### src/design/nebula_defs.svh
/* Team count, widths and address map for the user area.
   Included by every RTL file that sizes ports or decodes addresses. */
`ifndef NEBULA_DEFS_SVH
`define NEBULA_DEFS_SVH

`define NEBULA_NUM_TEAMS 2   // Team slots, source 0 is the idle default
`define NEBULA_GPIO_W    38  // Pads
`define NEBULA_LA_W      32  // Analyzer outputs
`define NEBULA_SRAM_AW   8   // 256 words

// Region field of the bus address
`define NEBULA_REG_HI    15
`define NEBULA_REG_LO    12
`define NEBULA_WORD_HI   11
`define NEBULA_WORD_LO   2

`define NEBULA_REG_SRAM  0
`define NEBULA_REG_GPIO  1
`define NEBULA_REG_LA    2
`define NEBULA_REG_TEAM1 3
`define NEBULA_REG_TEAM2 4

`endif

### src/design/wb_if.sv
/* Wishbone classic bundle between the decoder and its targets.
   The decoder holds the manager side, each target the periph side. */
`default_nettype none

interface wb_if;
    logic        cyc;
    logic        stb;
    logic        we;
    logic [3:0]  sel;    // Byte enables
    logic [31:0] adr;
    logic [31:0] dat_w;  // Manager to target
    logic [31:0] dat_r;  // Target to manager
    logic        ack;

    modport manager (
        output cyc, stb, we, sel, adr, dat_w,
        input  dat_r, ack
    );

    modport periph (
        input  cyc, stb, we, sel, adr, dat_w,
        output dat_r, ack
    );
endinterface

`default_nettype wire

### src/design/wb_decoder.sv
/* Address decoder from the single Wishbone manager to the five targets.
   Unmapped regions get a one-cycle ack with zero read data. */
`default_nettype none
`include "nebula_defs.svh"

module wb_decoder (
    input  wire      wb_clk_i,
    input  wire      arst_n_i,
    wb_if.periph     mgr,
    wb_if.manager    sram_bus,
    wb_if.manager    gpio_bus,
    wb_if.manager    la_bus,
    wb_if.manager    team1_bus,
    wb_if.manager    team2_bus
);
    localparam int N_TGT = `NEBULA_REG_TEAM2 + 1;

    logic [3:0]       region;
    logic [N_TGT-1:0] tgt;      // One-hot target or empty when unmapped
    logic [N_TGT-1:0] tgt_ack;
    logic [31:0]      tgt_dat [N_TGT];
    logic             um_ack_q;

    assign region = mgr.adr[`NEBULA_REG_HI:`NEBULA_REG_LO];

    always_comb begin
        for (int i = 0; i < N_TGT; i++) begin
            tgt[i] = (int'(region) == i);
        end
    end

    assign sram_bus.cyc   = mgr.cyc & tgt[`NEBULA_REG_SRAM];
    assign sram_bus.stb   = mgr.stb & tgt[`NEBULA_REG_SRAM];
    assign sram_bus.we    = mgr.we;
    assign sram_bus.sel   = mgr.sel;
    assign sram_bus.adr   = mgr.adr;
    assign sram_bus.dat_w = mgr.dat_w;
    assign tgt_ack[`NEBULA_REG_SRAM] = sram_bus.ack;
    assign tgt_dat[`NEBULA_REG_SRAM] = sram_bus.dat_r;

    assign gpio_bus.cyc   = mgr.cyc & tgt[`NEBULA_REG_GPIO];
    assign gpio_bus.stb   = mgr.stb & tgt[`NEBULA_REG_GPIO];
    assign gpio_bus.we    = mgr.we;
    assign gpio_bus.sel   = mgr.sel;
    assign gpio_bus.adr   = mgr.adr;
    assign gpio_bus.dat_w = mgr.dat_w;
    assign tgt_ack[`NEBULA_REG_GPIO] = gpio_bus.ack;
    assign tgt_dat[`NEBULA_REG_GPIO] = gpio_bus.dat_r;

    assign la_bus.cyc     = mgr.cyc & tgt[`NEBULA_REG_LA];
    assign la_bus.stb     = mgr.stb & tgt[`NEBULA_REG_LA];
    assign la_bus.we      = mgr.we;
    assign la_bus.sel     = mgr.sel;
    assign la_bus.adr     = mgr.adr;
    assign la_bus.dat_w   = mgr.dat_w;
    assign tgt_ack[`NEBULA_REG_LA] = la_bus.ack;
    assign tgt_dat[`NEBULA_REG_LA] = la_bus.dat_r;

    assign team1_bus.cyc   = mgr.cyc & tgt[`NEBULA_REG_TEAM1];
    assign team1_bus.stb   = mgr.stb & tgt[`NEBULA_REG_TEAM1];
    assign team1_bus.we    = mgr.we;
    assign team1_bus.sel   = mgr.sel;
    assign team1_bus.adr   = mgr.adr;
    assign team1_bus.dat_w = mgr.dat_w;
    assign tgt_ack[`NEBULA_REG_TEAM1] = team1_bus.ack;
    assign tgt_dat[`NEBULA_REG_TEAM1] = team1_bus.dat_r;

    assign team2_bus.cyc   = mgr.cyc & tgt[`NEBULA_REG_TEAM2];
    assign team2_bus.stb   = mgr.stb & tgt[`NEBULA_REG_TEAM2];
    assign team2_bus.we    = mgr.we;
    assign team2_bus.sel   = mgr.sel;
    assign team2_bus.adr   = mgr.adr;
    assign team2_bus.dat_w = mgr.dat_w;
    assign tgt_ack[`NEBULA_REG_TEAM2] = team2_bus.ack;
    assign tgt_dat[`NEBULA_REG_TEAM2] = team2_bus.dat_r;

    // Nobody home, so answer locally after one cycle
    always_ff @(posedge wb_clk_i or negedge arst_n_i) begin
        if (!arst_n_i) begin
            um_ack_q <= 1'b0;
        end else begin
            um_ack_q <= mgr.cyc & mgr.stb & ~(|tgt) & ~um_ack_q;
        end
    end

    assign mgr.ack = (|(tgt & tgt_ack)) | um_ack_q;

    always_comb begin
        mgr.dat_r = '0;  // Also the unmapped read value
        for (int i = 0; i < N_TGT; i++) begin
            if (tgt[i]) begin
                mgr.dat_r = tgt_dat[i];
            end
        end
    end

    // A request that reached two targets would show up as two acks
    a_one_responder: assert property (@(posedge wb_clk_i) disable iff (!arst_n_i)
        $onehot0({tgt_ack, um_ack_q}));

    // Targets answer only a request seen on the previous edge
    a_ack_after_req: assert property (@(posedge wb_clk_i) disable iff (!arst_n_i)
        $rose(mgr.ack) |-> $past(mgr.cyc && mgr.stb));

endmodule

`default_nettype wire

### src/flat_wrapper.sv
// flat-port wrapper written by rule: the top's interface ports become plain ports
module wb_decoder_flat 
  (wb_clk_i, arst_n_i, mgr_cyc, mgr_stb, mgr_we, mgr_sel, mgr_adr, mgr_dat_w, mgr_dat_r, mgr_ack, sram_bus_cyc, sram_bus_stb, sram_bus_we, sram_bus_sel, sram_bus_adr, sram_bus_dat_w, sram_bus_dat_r, sram_bus_ack, gpio_bus_cyc, gpio_bus_stb, gpio_bus_we, gpio_bus_sel, gpio_bus_adr, gpio_bus_dat_w, gpio_bus_dat_r, gpio_bus_ack, la_bus_cyc, la_bus_stb, la_bus_we, la_bus_sel, la_bus_adr, la_bus_dat_w, la_bus_dat_r, la_bus_ack, team1_bus_cyc, team1_bus_stb, team1_bus_we, team1_bus_sel, team1_bus_adr, team1_bus_dat_w, team1_bus_dat_r, team1_bus_ack, team2_bus_cyc, team2_bus_stb, team2_bus_we, team2_bus_sel, team2_bus_adr, team2_bus_dat_w, team2_bus_dat_r, team2_bus_ack);
  wb_if mgr_i ();
  wb_if sram_bus_i ();
  wb_if gpio_bus_i ();
  wb_if la_bus_i ();
  wb_if team1_bus_i ();
  wb_if team2_bus_i ();
  input  wire wb_clk_i;
  input  wire arst_n_i;
  input wire logic [$bits(mgr_i.cyc)-1:0] mgr_cyc;
  input wire logic [$bits(mgr_i.stb)-1:0] mgr_stb;
  input wire logic [$bits(mgr_i.we)-1:0] mgr_we;
  input wire logic [$bits(mgr_i.sel)-1:0] mgr_sel;
  input wire logic [$bits(mgr_i.adr)-1:0] mgr_adr;
  input wire logic [$bits(mgr_i.dat_w)-1:0] mgr_dat_w;
  output wire logic [$bits(mgr_i.dat_r)-1:0] mgr_dat_r;
  output wire logic [$bits(mgr_i.ack)-1:0] mgr_ack;
  output wire logic [$bits(sram_bus_i.cyc)-1:0] sram_bus_cyc;
  output wire logic [$bits(sram_bus_i.stb)-1:0] sram_bus_stb;
  output wire logic [$bits(sram_bus_i.we)-1:0] sram_bus_we;
  output wire logic [$bits(sram_bus_i.sel)-1:0] sram_bus_sel;
  output wire logic [$bits(sram_bus_i.adr)-1:0] sram_bus_adr;
  output wire logic [$bits(sram_bus_i.dat_w)-1:0] sram_bus_dat_w;
  input wire logic [$bits(sram_bus_i.dat_r)-1:0] sram_bus_dat_r;
  input wire logic [$bits(sram_bus_i.ack)-1:0] sram_bus_ack;
  output wire logic [$bits(gpio_bus_i.cyc)-1:0] gpio_bus_cyc;
  output wire logic [$bits(gpio_bus_i.stb)-1:0] gpio_bus_stb;
  output wire logic [$bits(gpio_bus_i.we)-1:0] gpio_bus_we;
  output wire logic [$bits(gpio_bus_i.sel)-1:0] gpio_bus_sel;
  output wire logic [$bits(gpio_bus_i.adr)-1:0] gpio_bus_adr;
  output wire logic [$bits(gpio_bus_i.dat_w)-1:0] gpio_bus_dat_w;
  input wire logic [$bits(gpio_bus_i.dat_r)-1:0] gpio_bus_dat_r;
  input wire logic [$bits(gpio_bus_i.ack)-1:0] gpio_bus_ack;
  output wire logic [$bits(la_bus_i.cyc)-1:0] la_bus_cyc;
  output wire logic [$bits(la_bus_i.stb)-1:0] la_bus_stb;
  output wire logic [$bits(la_bus_i.we)-1:0] la_bus_we;
  output wire logic [$bits(la_bus_i.sel)-1:0] la_bus_sel;
  output wire logic [$bits(la_bus_i.adr)-1:0] la_bus_adr;
  output wire logic [$bits(la_bus_i.dat_w)-1:0] la_bus_dat_w;
  input wire logic [$bits(la_bus_i.dat_r)-1:0] la_bus_dat_r;
  input wire logic [$bits(la_bus_i.ack)-1:0] la_bus_ack;
  output wire logic [$bits(team1_bus_i.cyc)-1:0] team1_bus_cyc;
  output wire logic [$bits(team1_bus_i.stb)-1:0] team1_bus_stb;
  output wire logic [$bits(team1_bus_i.we)-1:0] team1_bus_we;
  output wire logic [$bits(team1_bus_i.sel)-1:0] team1_bus_sel;
  output wire logic [$bits(team1_bus_i.adr)-1:0] team1_bus_adr;
  output wire logic [$bits(team1_bus_i.dat_w)-1:0] team1_bus_dat_w;
  input wire logic [$bits(team1_bus_i.dat_r)-1:0] team1_bus_dat_r;
  input wire logic [$bits(team1_bus_i.ack)-1:0] team1_bus_ack;
  output wire logic [$bits(team2_bus_i.cyc)-1:0] team2_bus_cyc;
  output wire logic [$bits(team2_bus_i.stb)-1:0] team2_bus_stb;
  output wire logic [$bits(team2_bus_i.we)-1:0] team2_bus_we;
  output wire logic [$bits(team2_bus_i.sel)-1:0] team2_bus_sel;
  output wire logic [$bits(team2_bus_i.adr)-1:0] team2_bus_adr;
  output wire logic [$bits(team2_bus_i.dat_w)-1:0] team2_bus_dat_w;
  input wire logic [$bits(team2_bus_i.dat_r)-1:0] team2_bus_dat_r;
  input wire logic [$bits(team2_bus_i.ack)-1:0] team2_bus_ack;
  assign mgr_i.cyc = mgr_cyc;
  assign mgr_i.stb = mgr_stb;
  assign mgr_i.we = mgr_we;
  assign mgr_i.sel = mgr_sel;
  assign mgr_i.adr = mgr_adr;
  assign mgr_i.dat_w = mgr_dat_w;
  assign mgr_dat_r = mgr_i.dat_r;
  assign mgr_ack = mgr_i.ack;
  assign sram_bus_cyc = sram_bus_i.cyc;
  assign sram_bus_stb = sram_bus_i.stb;
  assign sram_bus_we = sram_bus_i.we;
  assign sram_bus_sel = sram_bus_i.sel;
  assign sram_bus_adr = sram_bus_i.adr;
  assign sram_bus_dat_w = sram_bus_i.dat_w;
  assign sram_bus_i.dat_r = sram_bus_dat_r;
  assign sram_bus_i.ack = sram_bus_ack;
  assign gpio_bus_cyc = gpio_bus_i.cyc;
  assign gpio_bus_stb = gpio_bus_i.stb;
  assign gpio_bus_we = gpio_bus_i.we;
  assign gpio_bus_sel = gpio_bus_i.sel;
  assign gpio_bus_adr = gpio_bus_i.adr;
  assign gpio_bus_dat_w = gpio_bus_i.dat_w;
  assign gpio_bus_i.dat_r = gpio_bus_dat_r;
  assign gpio_bus_i.ack = gpio_bus_ack;
  assign la_bus_cyc = la_bus_i.cyc;
  assign la_bus_stb = la_bus_i.stb;
  assign la_bus_we = la_bus_i.we;
  assign la_bus_sel = la_bus_i.sel;
  assign la_bus_adr = la_bus_i.adr;
  assign la_bus_dat_w = la_bus_i.dat_w;
  assign la_bus_i.dat_r = la_bus_dat_r;
  assign la_bus_i.ack = la_bus_ack;
  assign team1_bus_cyc = team1_bus_i.cyc;
  assign team1_bus_stb = team1_bus_i.stb;
  assign team1_bus_we = team1_bus_i.we;
  assign team1_bus_sel = team1_bus_i.sel;
  assign team1_bus_adr = team1_bus_i.adr;
  assign team1_bus_dat_w = team1_bus_i.dat_w;
  assign team1_bus_i.dat_r = team1_bus_dat_r;
  assign team1_bus_i.ack = team1_bus_ack;
  assign team2_bus_cyc = team2_bus_i.cyc;
  assign team2_bus_stb = team2_bus_i.stb;
  assign team2_bus_we = team2_bus_i.we;
  assign team2_bus_sel = team2_bus_i.sel;
  assign team2_bus_adr = team2_bus_i.adr;
  assign team2_bus_dat_w = team2_bus_i.dat_w;
  assign team2_bus_i.dat_r = team2_bus_dat_r;
  assign team2_bus_i.ack = team2_bus_ack;
  wb_decoder u_core (.wb_clk_i(wb_clk_i), .arst_n_i(arst_n_i), .mgr(mgr_i), .sram_bus(sram_bus_i), .gpio_bus(gpio_bus_i), .la_bus(la_bus_i), .team1_bus(team1_bus_i), .team2_bus(team2_bus_i));
endmodule
### config.mk
export PLATFORM = sky130hd
export DESIGN_NAME = wb_decoder_flat
export DESIGN_NICKNAME = d
export VERILOG_FILES = /design/src/design/wb_if.sv /design/src/design/wb_decoder.sv /design/src/flat_wrapper.sv
export VERILOG_INCLUDE_DIRS = /design/src /design/src/design
export SDC_FILE = /design/constraint.sdc
export NUM_CORES = 1
export LEC_CHECK = 0
export BUFFER_PORTS_ARGS = -buffer_cell sky130_fd_sc_hd__buf_2
export CORE_AREA = 2 2 246 248
export CTS_CLUSTER_DIAMETER = 50
export DETAILED_ROUTE_END_ITERATION = 8
export DIE_AREA = 0 0 248 250
export PLACE_DENSITY = 0.3
export RECOVER_POWER = 25
export SYNTH_ARGS = -nofsm -noshare
export SYNTH_HDL_FRONTEND = slang
export SYNTH_SLANG_ARGS = --single-unit
### constraint.sdc
create_clock -name wb_clk_i -period 3.4 [get_ports wb_clk_i]
set_input_delay 0.17 -clock wb_clk_i [delete_from_list [all_inputs] [get_ports wb_clk_i]]
set_output_delay 0.17 -clock wb_clk_i [all_outputs]
set_load 0.02 [all_outputs]
* Yosys cells after proc, flatten, opt, wreduce, memory -nomap -nowiden *
Index checks and enable logic that the tools add are counted.

storage, ports and cells
  flip-flop bits (word level) = 1
  input bits = 238
  output and inout port bits = 388
  word-level logic and storage cells = 30

cells by class
  eq/ne operators = 4
  muxes and demuxes = 5
  bitwise operators = 17
  reduce and logical (&&, ||, !) cells = 3

operator list
  operator                                                               count
  32-bit two-way mux                                                     5
  1-bit bitwise AND                                                      13
  5-bit OR reduction                                                     2
  4-bit by 3-bit equality test with 1-bit output, second input constant  2
  5-bit bitwise AND                                                      1
  4-bit by 2-bit equality test with 1-bit output, second input constant  1
  4-bit equality test, second input constant                             1
  4-bit logical NOT                                                      1
  1-bit NOT                                                              2
  1-bit bitwise OR                                                       1

* Longest topological paths before layout *
Gate-level depths: netlist of run 1.

  depth after elaboration = 6
  depth in mapped cells = 7
  gate-level depth less buffers = 4

* Worst setup path before layout of run 1 *
No wires, ideal clock.

  path kind = in2out
  from = input port mgr_adr[12]
  to = output port mgr_dat_r[23]
  arrival = 1448 ps
  data required time = 3230 ps
  path slack = 1782 ps
  cell stages on the path = 6
  buffers on the path = 2
  cells stage by stage = buf_4 or2_4 nor3b_4 buf_6 a21oi_1 a21oi_1

on the way
  cells in the longest elaborated chain, start to end = 6
  elaborated cells between the ends (all ways) = 10
  classes of those cells = 4 x eq/ne; 5 x mux; 1 x reduce/logical

ends and longest elaborated chain
  item                              line                source
  start: declaration                flat_wrapper.sv:16  input wire logic [$bits(mgr_i.adr)-1:0] mgr_adr;
  4-bit logical NOT                 wb_decoder.sv:28    tgt[i] = (int'(region) == i);
  32-bit two-way mux (4 in series)  wb_decoder.sv:91    if (tgt[i]) begin
  32-bit two-way mux (*)            wb_decoder.sv:91
  end: declaration                  flat_wrapper.sv:18  output wire logic [$bits(mgr_i.dat_r)-1:0] mgr_dat_r;

Mark *: on every way between the ends. The rest lies on a longest branch, timed or not.

* Final worst setup path of run 1 *
  from = input port mgr_adr[13]
  to = output port mgr_dat_r[12]

Same word-level chain as after synthesis.

==> out/qor.yml, run 1 <==
routing:
  wl_per_cell_microns: 13.8
  vias: 3080
  first_pass_iters: 4
  drt-initial-drc-count: 62
  drcViolationCount: 0
  route.antenna.remaining_nets: 0
  vias_per_cell: 2.45
  routed_wl_mm: 17.3
pwr:
  power_frac_comb: 0.965
  switchingPower_w: 0.000216
  power.internal_w: 0.000173
  p_seq_frac: 0.035
  sw_frac_of_total: 0.555
  p_clk_frac: 0
  p_per_area_nw_per_um2: 106
  max-vdd-ir-drop_mv: 0.0480
  power_leakage_nw: 1.57
worst_setup_path:
  regToRegStartpoint: "u_core.um_ack_q$_DFF_PN0_"
  cp-end-kind: "output pin"
  critPathKind: "in2out"
  cp_max_fo: 20
  worst_setup_path_start_kind: "input port"
  required_ns: 3.23
  worst_ep_arrival_time_ns: 2.07
  r2r_end: "u_core.um_ack_q$_DFF_PN0_"
  rr_worst_depth: 1
  reg2reg_slack_ns: 2.35
synthesis:
  ys_seq_area_frac: 0.00600
  synthCells: 597
  synth_top_area_share: 0.625
  ys_warn_count: 0
  synth_flop_cell: "dfrtp_1"
  synth_most_common_cell: "buf_4"
  yosysUniqueCellTypes: 30
  syn_area_sq_um: 4170
  async_flop_share: 1.00
  synth_edf_count: 0
  yosys-top-cells-area: "buf_4 63%, a21oi_1 4.6%, nand2b_1 4.4%"
  synth_top_cell_by_area: "buf_4"
  ys_seq_elements: 1
  synth_common_cells: "347 x buf_4, 38 x a21oi_1, 31 x nor2_1"
  synth.avg_cell_area_sq_um: 6.98
  mappedNetlistNets: 835
floorplan:
  ios: 626
  dieArea_sq_um: 62000
  dieWidth_microns: 248
  start_util: 0.0700
  design.core.area_sq_um: 59600
  fp-row-count: 90
  die_y_microns: 250
global_routing:
  antenna_found_initial: 8
  grt_pass1_vias: 3256
  grt_pass1_wl_mm: 22.4
  met2_usage: 0.0976
  use_met3: 0.0247
  grt.overflow.total: 0
  grtUsageTotal: 0.0505
  top_usage_layer: "met2"
  grt_max_degree: 34
  gr-usage-met1: 0.0415
finish:
  multi_input_area_sq_um: 1350
  regArea_sq_um: 25.0
  syn2layout_area_growth_pct: -11.6
  top_regs: "u_core.um_ack_q (1)"
  largest_reg_flops: 1
  nFillCells: 7098
  drive_gt1_frac: 0.558
  layout.nets: 711
  regMostFlops: "u_core.um_ack_q"
timing:
  setup_tns_ns: 0
  min_period_ns: 2.24
  tightest_slew_ns: 0.745
  rsz0062_at_grt: "no"
  drv_slew: 0
  worst_hold_slack_ns: 0.340
  setup_viol: 0
  hold_viol_final: 0
  fmax_mhz: 446
  maxSlewHeadroom: 0.503
  fin_skew_ns: 0
  fin_crit_sh: 0.660
worst_hold_path:
  hold_end: "la_bus_sel[1]"
  hp-class: "in2out"
  min-delay-start: "mgr_sel[1]"
  hold_path_depth: 0
placement:
  portBuffers: 235
  hpwl_mm: 14.5
  globalplace.congestion: 0.766
flow_run:
  maxCapViolCount: 0
outcome:
  status: "complete, no violations"
clocking:
  clock_latency_ns: 0
  post_cts_resized: 0
kinds of logic (layout without fill, tap and decap cells):
logic type,count (synthesis),count (layout),share of synthesized area
flops,1,1,0.00600
mux,15,15,0.0453
compound gates,111,111,0.173
other cells,0,2,0
simple gates,81,81,0.105
buf+inv,389,263,0.671
cell type report:
cell class	count	share of cell area
well taps	782	0.266
flip-flops and latches	1	0.00680
multi-input cells	207	0.368
diodes	2	0.00136
inverters	19	0.0194
repair buffers	244	0.339
through the flow:
step / cell area [sq um] / setup slack, ns / util / cells / power [W]
6_report: 3680 / 1.16 / 0.0618 / 1255 / 0.000389
5_1_grt: 3680 / 0.880 / 0.0617 / 1253 / 0.000426
4_1_cts: 3680 / 0.980 / 0.0617 / 1253 / 0.000404
3_5_place_dp: 3670 / 0.982 / 0.0616 / 1252 / 0.000402
3_3_place_gp: 3670 / 1.06 / 0.0616 / 1252 / 0.000401
2_1_floorplan: 4170 / 1.78 / - / 597 / 0.000770
critical path: stages:
cell     delay, ns
buf_2         0.27
or2_4         0.41
nor3b_4       0.32
buf_4         0.42
a21oi_1       0.11
a21oi_2       0.16
buf_2         0.17
metal layers:
| layer | vias to the layer above | share of wire |
|---|---|---|
| met3 | 89 | 0.14 |
| li1 | 1362 | - |
| met2 | 305 | 0.52 |
| met1 | 1318 | 0.29 |
| met5 | - | 0.0020 |
| met4 | 6 | 0.052 |
worst max path at each step:
stage / from / endpoint / slack (ns) / depth (start not counted)
2_1_floorplan: mgr_adr[12] / mgr_dat_r[23] / 1.78 / 6
3_3_place_gp: mgr_adr[13] / mgr_dat_r[21] / 1.06 / 6
3_5_place_dp: mgr_adr[13] / mgr_dat_r[12] / 0.98 / 7
4_1_cts: mgr_adr[13] / mgr_dat_r[12] / 0.98 / 7
5_1_grt: mgr_adr[13] / mgr_dat_r[8] / 0.88 / 7
6_report: mgr_adr[13] / mgr_dat_r[12] / 1.16 / 7
layout by cell type, fill, tap and decap left out, drive strengths merged, types with 2 or more instances in the layout:
cell / instances
a22o: 3
nor2: 32
and2: 4
nor3b: 3
o21ai: 29
nand2: 3
a21oi: 49
mux2i: 11
and3: 5
or2: 2
buf: 243
inv: 19
o22a: 10
nand2b: 29
mux4: 3
diode: 2
o2111ai: 19
what timing repair did:
action,CTS,global route
buffers inserted,0,0
hold endpoints to repair,1,0
hold buffers,1,0
power groups by stage:
| stage | sequential [W] | clock [W] | combinational (W) |
|---|---|---|---|
| after floorplan | 0.0000130 | 0 | 0.000757 |
| after global placement | 0.0000137 | 0 | 0.000388 |
| after detailed placement | 0.0000136 | 0 | 0.000388 |
| after CTS | 0.0000136 | 0 | 0.000390 |
| after global routing | 0.0000137 | 0 | 0.000412 |
| final | 0.0000136 | 0.0000000000264 | 0.000375 |
Power figures use the tool's default switching activity.
==> run 2: changes to the inputs <==
--- a/config.mk
+++ b/config.mk
@@ -6,11 +6,12 @@
 export SDC_FILE = /design/constraint.sdc
 export NUM_CORES = 1
 export LEC_CHECK = 0
+export ABC_AREA = 1
 export BUFFER_PORTS_ARGS = -buffer_cell sky130_fd_sc_hd__buf_2
-export CORE_AREA = 2 2 246 248
+export CORE_AREA = 2 2 243 245
 export CTS_CLUSTER_DIAMETER = 50
 export DETAILED_ROUTE_END_ITERATION = 8
-export DIE_AREA = 0 0 248 250
+export DIE_AREA = 0 0 245 247
 export PLACE_DENSITY = 0.3
 export RECOVER_POWER = 25
 export SYNTH_ARGS = -nofsm -noshare
==> constraint.sdc (replaced) <==
create_clock -name wb_clk_i -period 1.9 [get_ports wb_clk_i]
set_input_delay 0.095 -clock wb_clk_i [delete_from_list [all_inputs] [get_ports wb_clk_i]]
set_output_delay 0.095 -clock wb_clk_i [all_outputs]
set_load 0.02 [all_outputs]
==> out/qor.yml, run 2 <==
synthesis:
  yosysUniqueCellTypes: 13
  syn_area_sq_um: 4120
  ys_seq_area_frac: 0.00608
  synthCells: 697
  yosys-top-cells-area: "buf_4 63%, nand3_1 12%, nand2_1 9.2%"
  synth_common_cells: "348 x buf_4, 102 x nand3_1, 101 x nand2_1"
  synth.avg_cell_area_sq_um: 5.91
  ys_warn_count: 0
  synth_flop_cell: "dfrtp_1"
  synth_edf_count: 0
  ys_seq_elements: 1
  synth_top_cell_by_area: "buf_4"
  async_flop_share: 1.00
  synth_most_common_cell: "buf_4"
  synth_top_area_share: 0.634
  mappedNetlistNets: 935
worst_setup_path:
  worst_setup_path_start_kind: "input port"
  critPathKind: "in2out"
  cp_max_fo: 19
  path_buf_inv: 4
  cpPeakStageDelay_ns: 0.19
  worst_ep_arrival_time_ns: 1.35
  required_ns: 1.80
  cp_slowest_cell: "buf_12"
  crit_chain: "buf_2 -> nor2_4 -> nand3_1 -> inv_2 -> buf_12 -> nand2_1 -> nand3_1 -> buf_2"
  cp-end-kind: "output pin"
  cpLargestDelayFamily: "buffers and inverters"
worst_hold_path:
  hp-class: "in2out"
outcome:
  status: "complete, no violations"
finish:
  layout_common_cells: "235 x buf_2, 102 x nand3_1, 101 x nand2_1"
  regMostFlops: "u_core.um_ack_q"
  drive_gt1_frac: 0.444
  top_regs: "u_core.um_ack_q (1)"
  final_cells: 1353
  layout_commonest_cell: "buf_2"
  largest_reg_flops: 1
  layout.nets: 819
  nFillCells: 7014
  regArea_sq_um: 25.0
  multi_input_area_sq_um: 1230
  syn2layout_area_growth_pct: -9.39
timing:
  fmax_mhz: 692
  maxSlewHeadroom: 0.755
  fin_crit_sh: 0.760
  drv_slew: 0
  setup_tns_ns: 0
  fin_skew_ns: 0
  rsz0062_at_grt: "no"
  hold_viol_final: 0
  setup_viol: 0
  min_period_ns: 1.44
  tightest_slew_ns: 0.368
floorplan:
  ios: 626
  dieWidth_microns: 245
  design.core.area_sq_um: 58200
  die_y_microns: 247
  fp-row-count: 89
  start_util: 0.0707
  dieArea_sq_um: 60500
routing:
  vias_per_cell: 2.48
  drcViolationCount: 0
  drt-initial-drc-count: 64
  first_pass_iters: 4
  routed_wl_mm: 16.8
  vias: 3350
  wl_per_cell_microns: 12.4
  route.antenna.remaining_nets: 0
pwr:
  max-vdd-ir-drop_mv: 0.0603
  power_leakage_nw: 1.95
  p_per_area_nw_per_um2: 170
global_routing:
  grt.overflow.total: 0
  gr-usage-met1: 0.0428
  antenna_found_initial: 6
  grt_pass1_wl_mm: 22.2
  grt_max_degree: 39
  top_usage_layer: "met2"
  met2_usage: 0.0935
  grt_pass1_vias: 3398
  grtUsageTotal: 0.0504
  use_met3: 0.0255
clocking:
  clock_latency_ns: 0
  postCtsHoldBufs: 1
  post_cts_resized: 0
  post_cts_buffers: 0
flow_run:
  maxCapViolCount: 0
placement:
  portBuffers: 235
  globalplace.congestion: 0.696
  dp.cells: 1351
  hpwl_mm: 14.3
-- run 2: changes by cell type after synthesis, moves of 5 or more --
cell,change
clkbuf_1,-9
nand2_1,+98
nand3_1,+102
a21oi_1,-38
o2111ai_1,-19
nand2b_1,-29
and3_1,-5
buf_2,+7
nor2_1,+47
inv_1,+19
a21oi_2,-11
o21ai_0,-29
mux2i_1,-11
o22a_1,-10
-- run 2: report_power, final --
group / leakage (nW) / switching, W / internal, W
Combinational: 1.93 / 0.000363 / 0.000250
Sequential: 0.0133 / 0.000000283 / 0.0000228
Clock: 0.00000634 / 0 / 0.0000000000705
-- run 2: stage by stage --
| stage | area (sq um) | worst slack, ns | hold WS [ns] | util | total power [W] |
|---|---|---|---|---|---|
| after global routing | 3730 | 0.328 | 0.190 | 0.0640 | 0.000699 |
| after global placement | 3720 | 0.430 | -0.122 | 0.0639 | 0.000654 |
| after detailed placement | 3720 | 0.406 | -0.124 | 0.0639 | 0.000654 |
| after CTS | 3730 | 0.404 | 0.190 | 0.0640 | 0.000657 |
| final | 3730 | 0.455 | 0.190 | 0.0641 | 0.000636 |
| after floorplan | 4120 | 0.877 | -0.201 | - | 0.00131 |
-- run 2: per-layer routing --
layer | share of wire | vias to the layer above
met5 | 0.0041 | -
met4 | 0.063 | 10
met3 | 0.13 | 91
met2 | 0.50 | 321
met1 | 0.30 | 1373
li1 | - | 1555
-- run 2: layout make-up --
class                      instances  area share
timing repair buffer             249       0.361
inverter                          42      0.0422
antenna                            1    0.000670
tap                              773       0.259
sequential                         1     0.00670
multi-input combinational        287       0.331
-- run 2: worst paths after layout --
kind / startpoint / endpoint / slack (ns) / cells past startpoint
setup / recovery: mgr_adr[14] / mgr_dat_r[6] / 0.46 / 8
setup reg to reg: u_core.um_ack_q$_DFF_PN0_ / u_core.um_ack_q$_DFF_PN0_ / 1.13 / 3
max in group asynchronous: arst_n_i / u_core.um_ack_q$_DFF_PN0_ / 1.40 / 2
hold / removal: mgr_dat_w[24] / gpio_bus_dat_w[24] / 0.19 / 0
min in group asynchronous: arst_n_i / u_core.um_ack_q$_DFF_PN0_ / 0.41 / 2
hold reg to reg: u_core.um_ack_q$_DFF_PN0_ / u_core.um_ack_q$_DFF_PN0_ / 0.53 / 3
-- run 2: kinds of logic after synthesis --
group / count (synthesis) / share of synthesized area
AND/OR/NAND/NOR: 287 / 0.300
flip-flops: 1 / 0.00607
buffers and inverters: 409 / 0.694
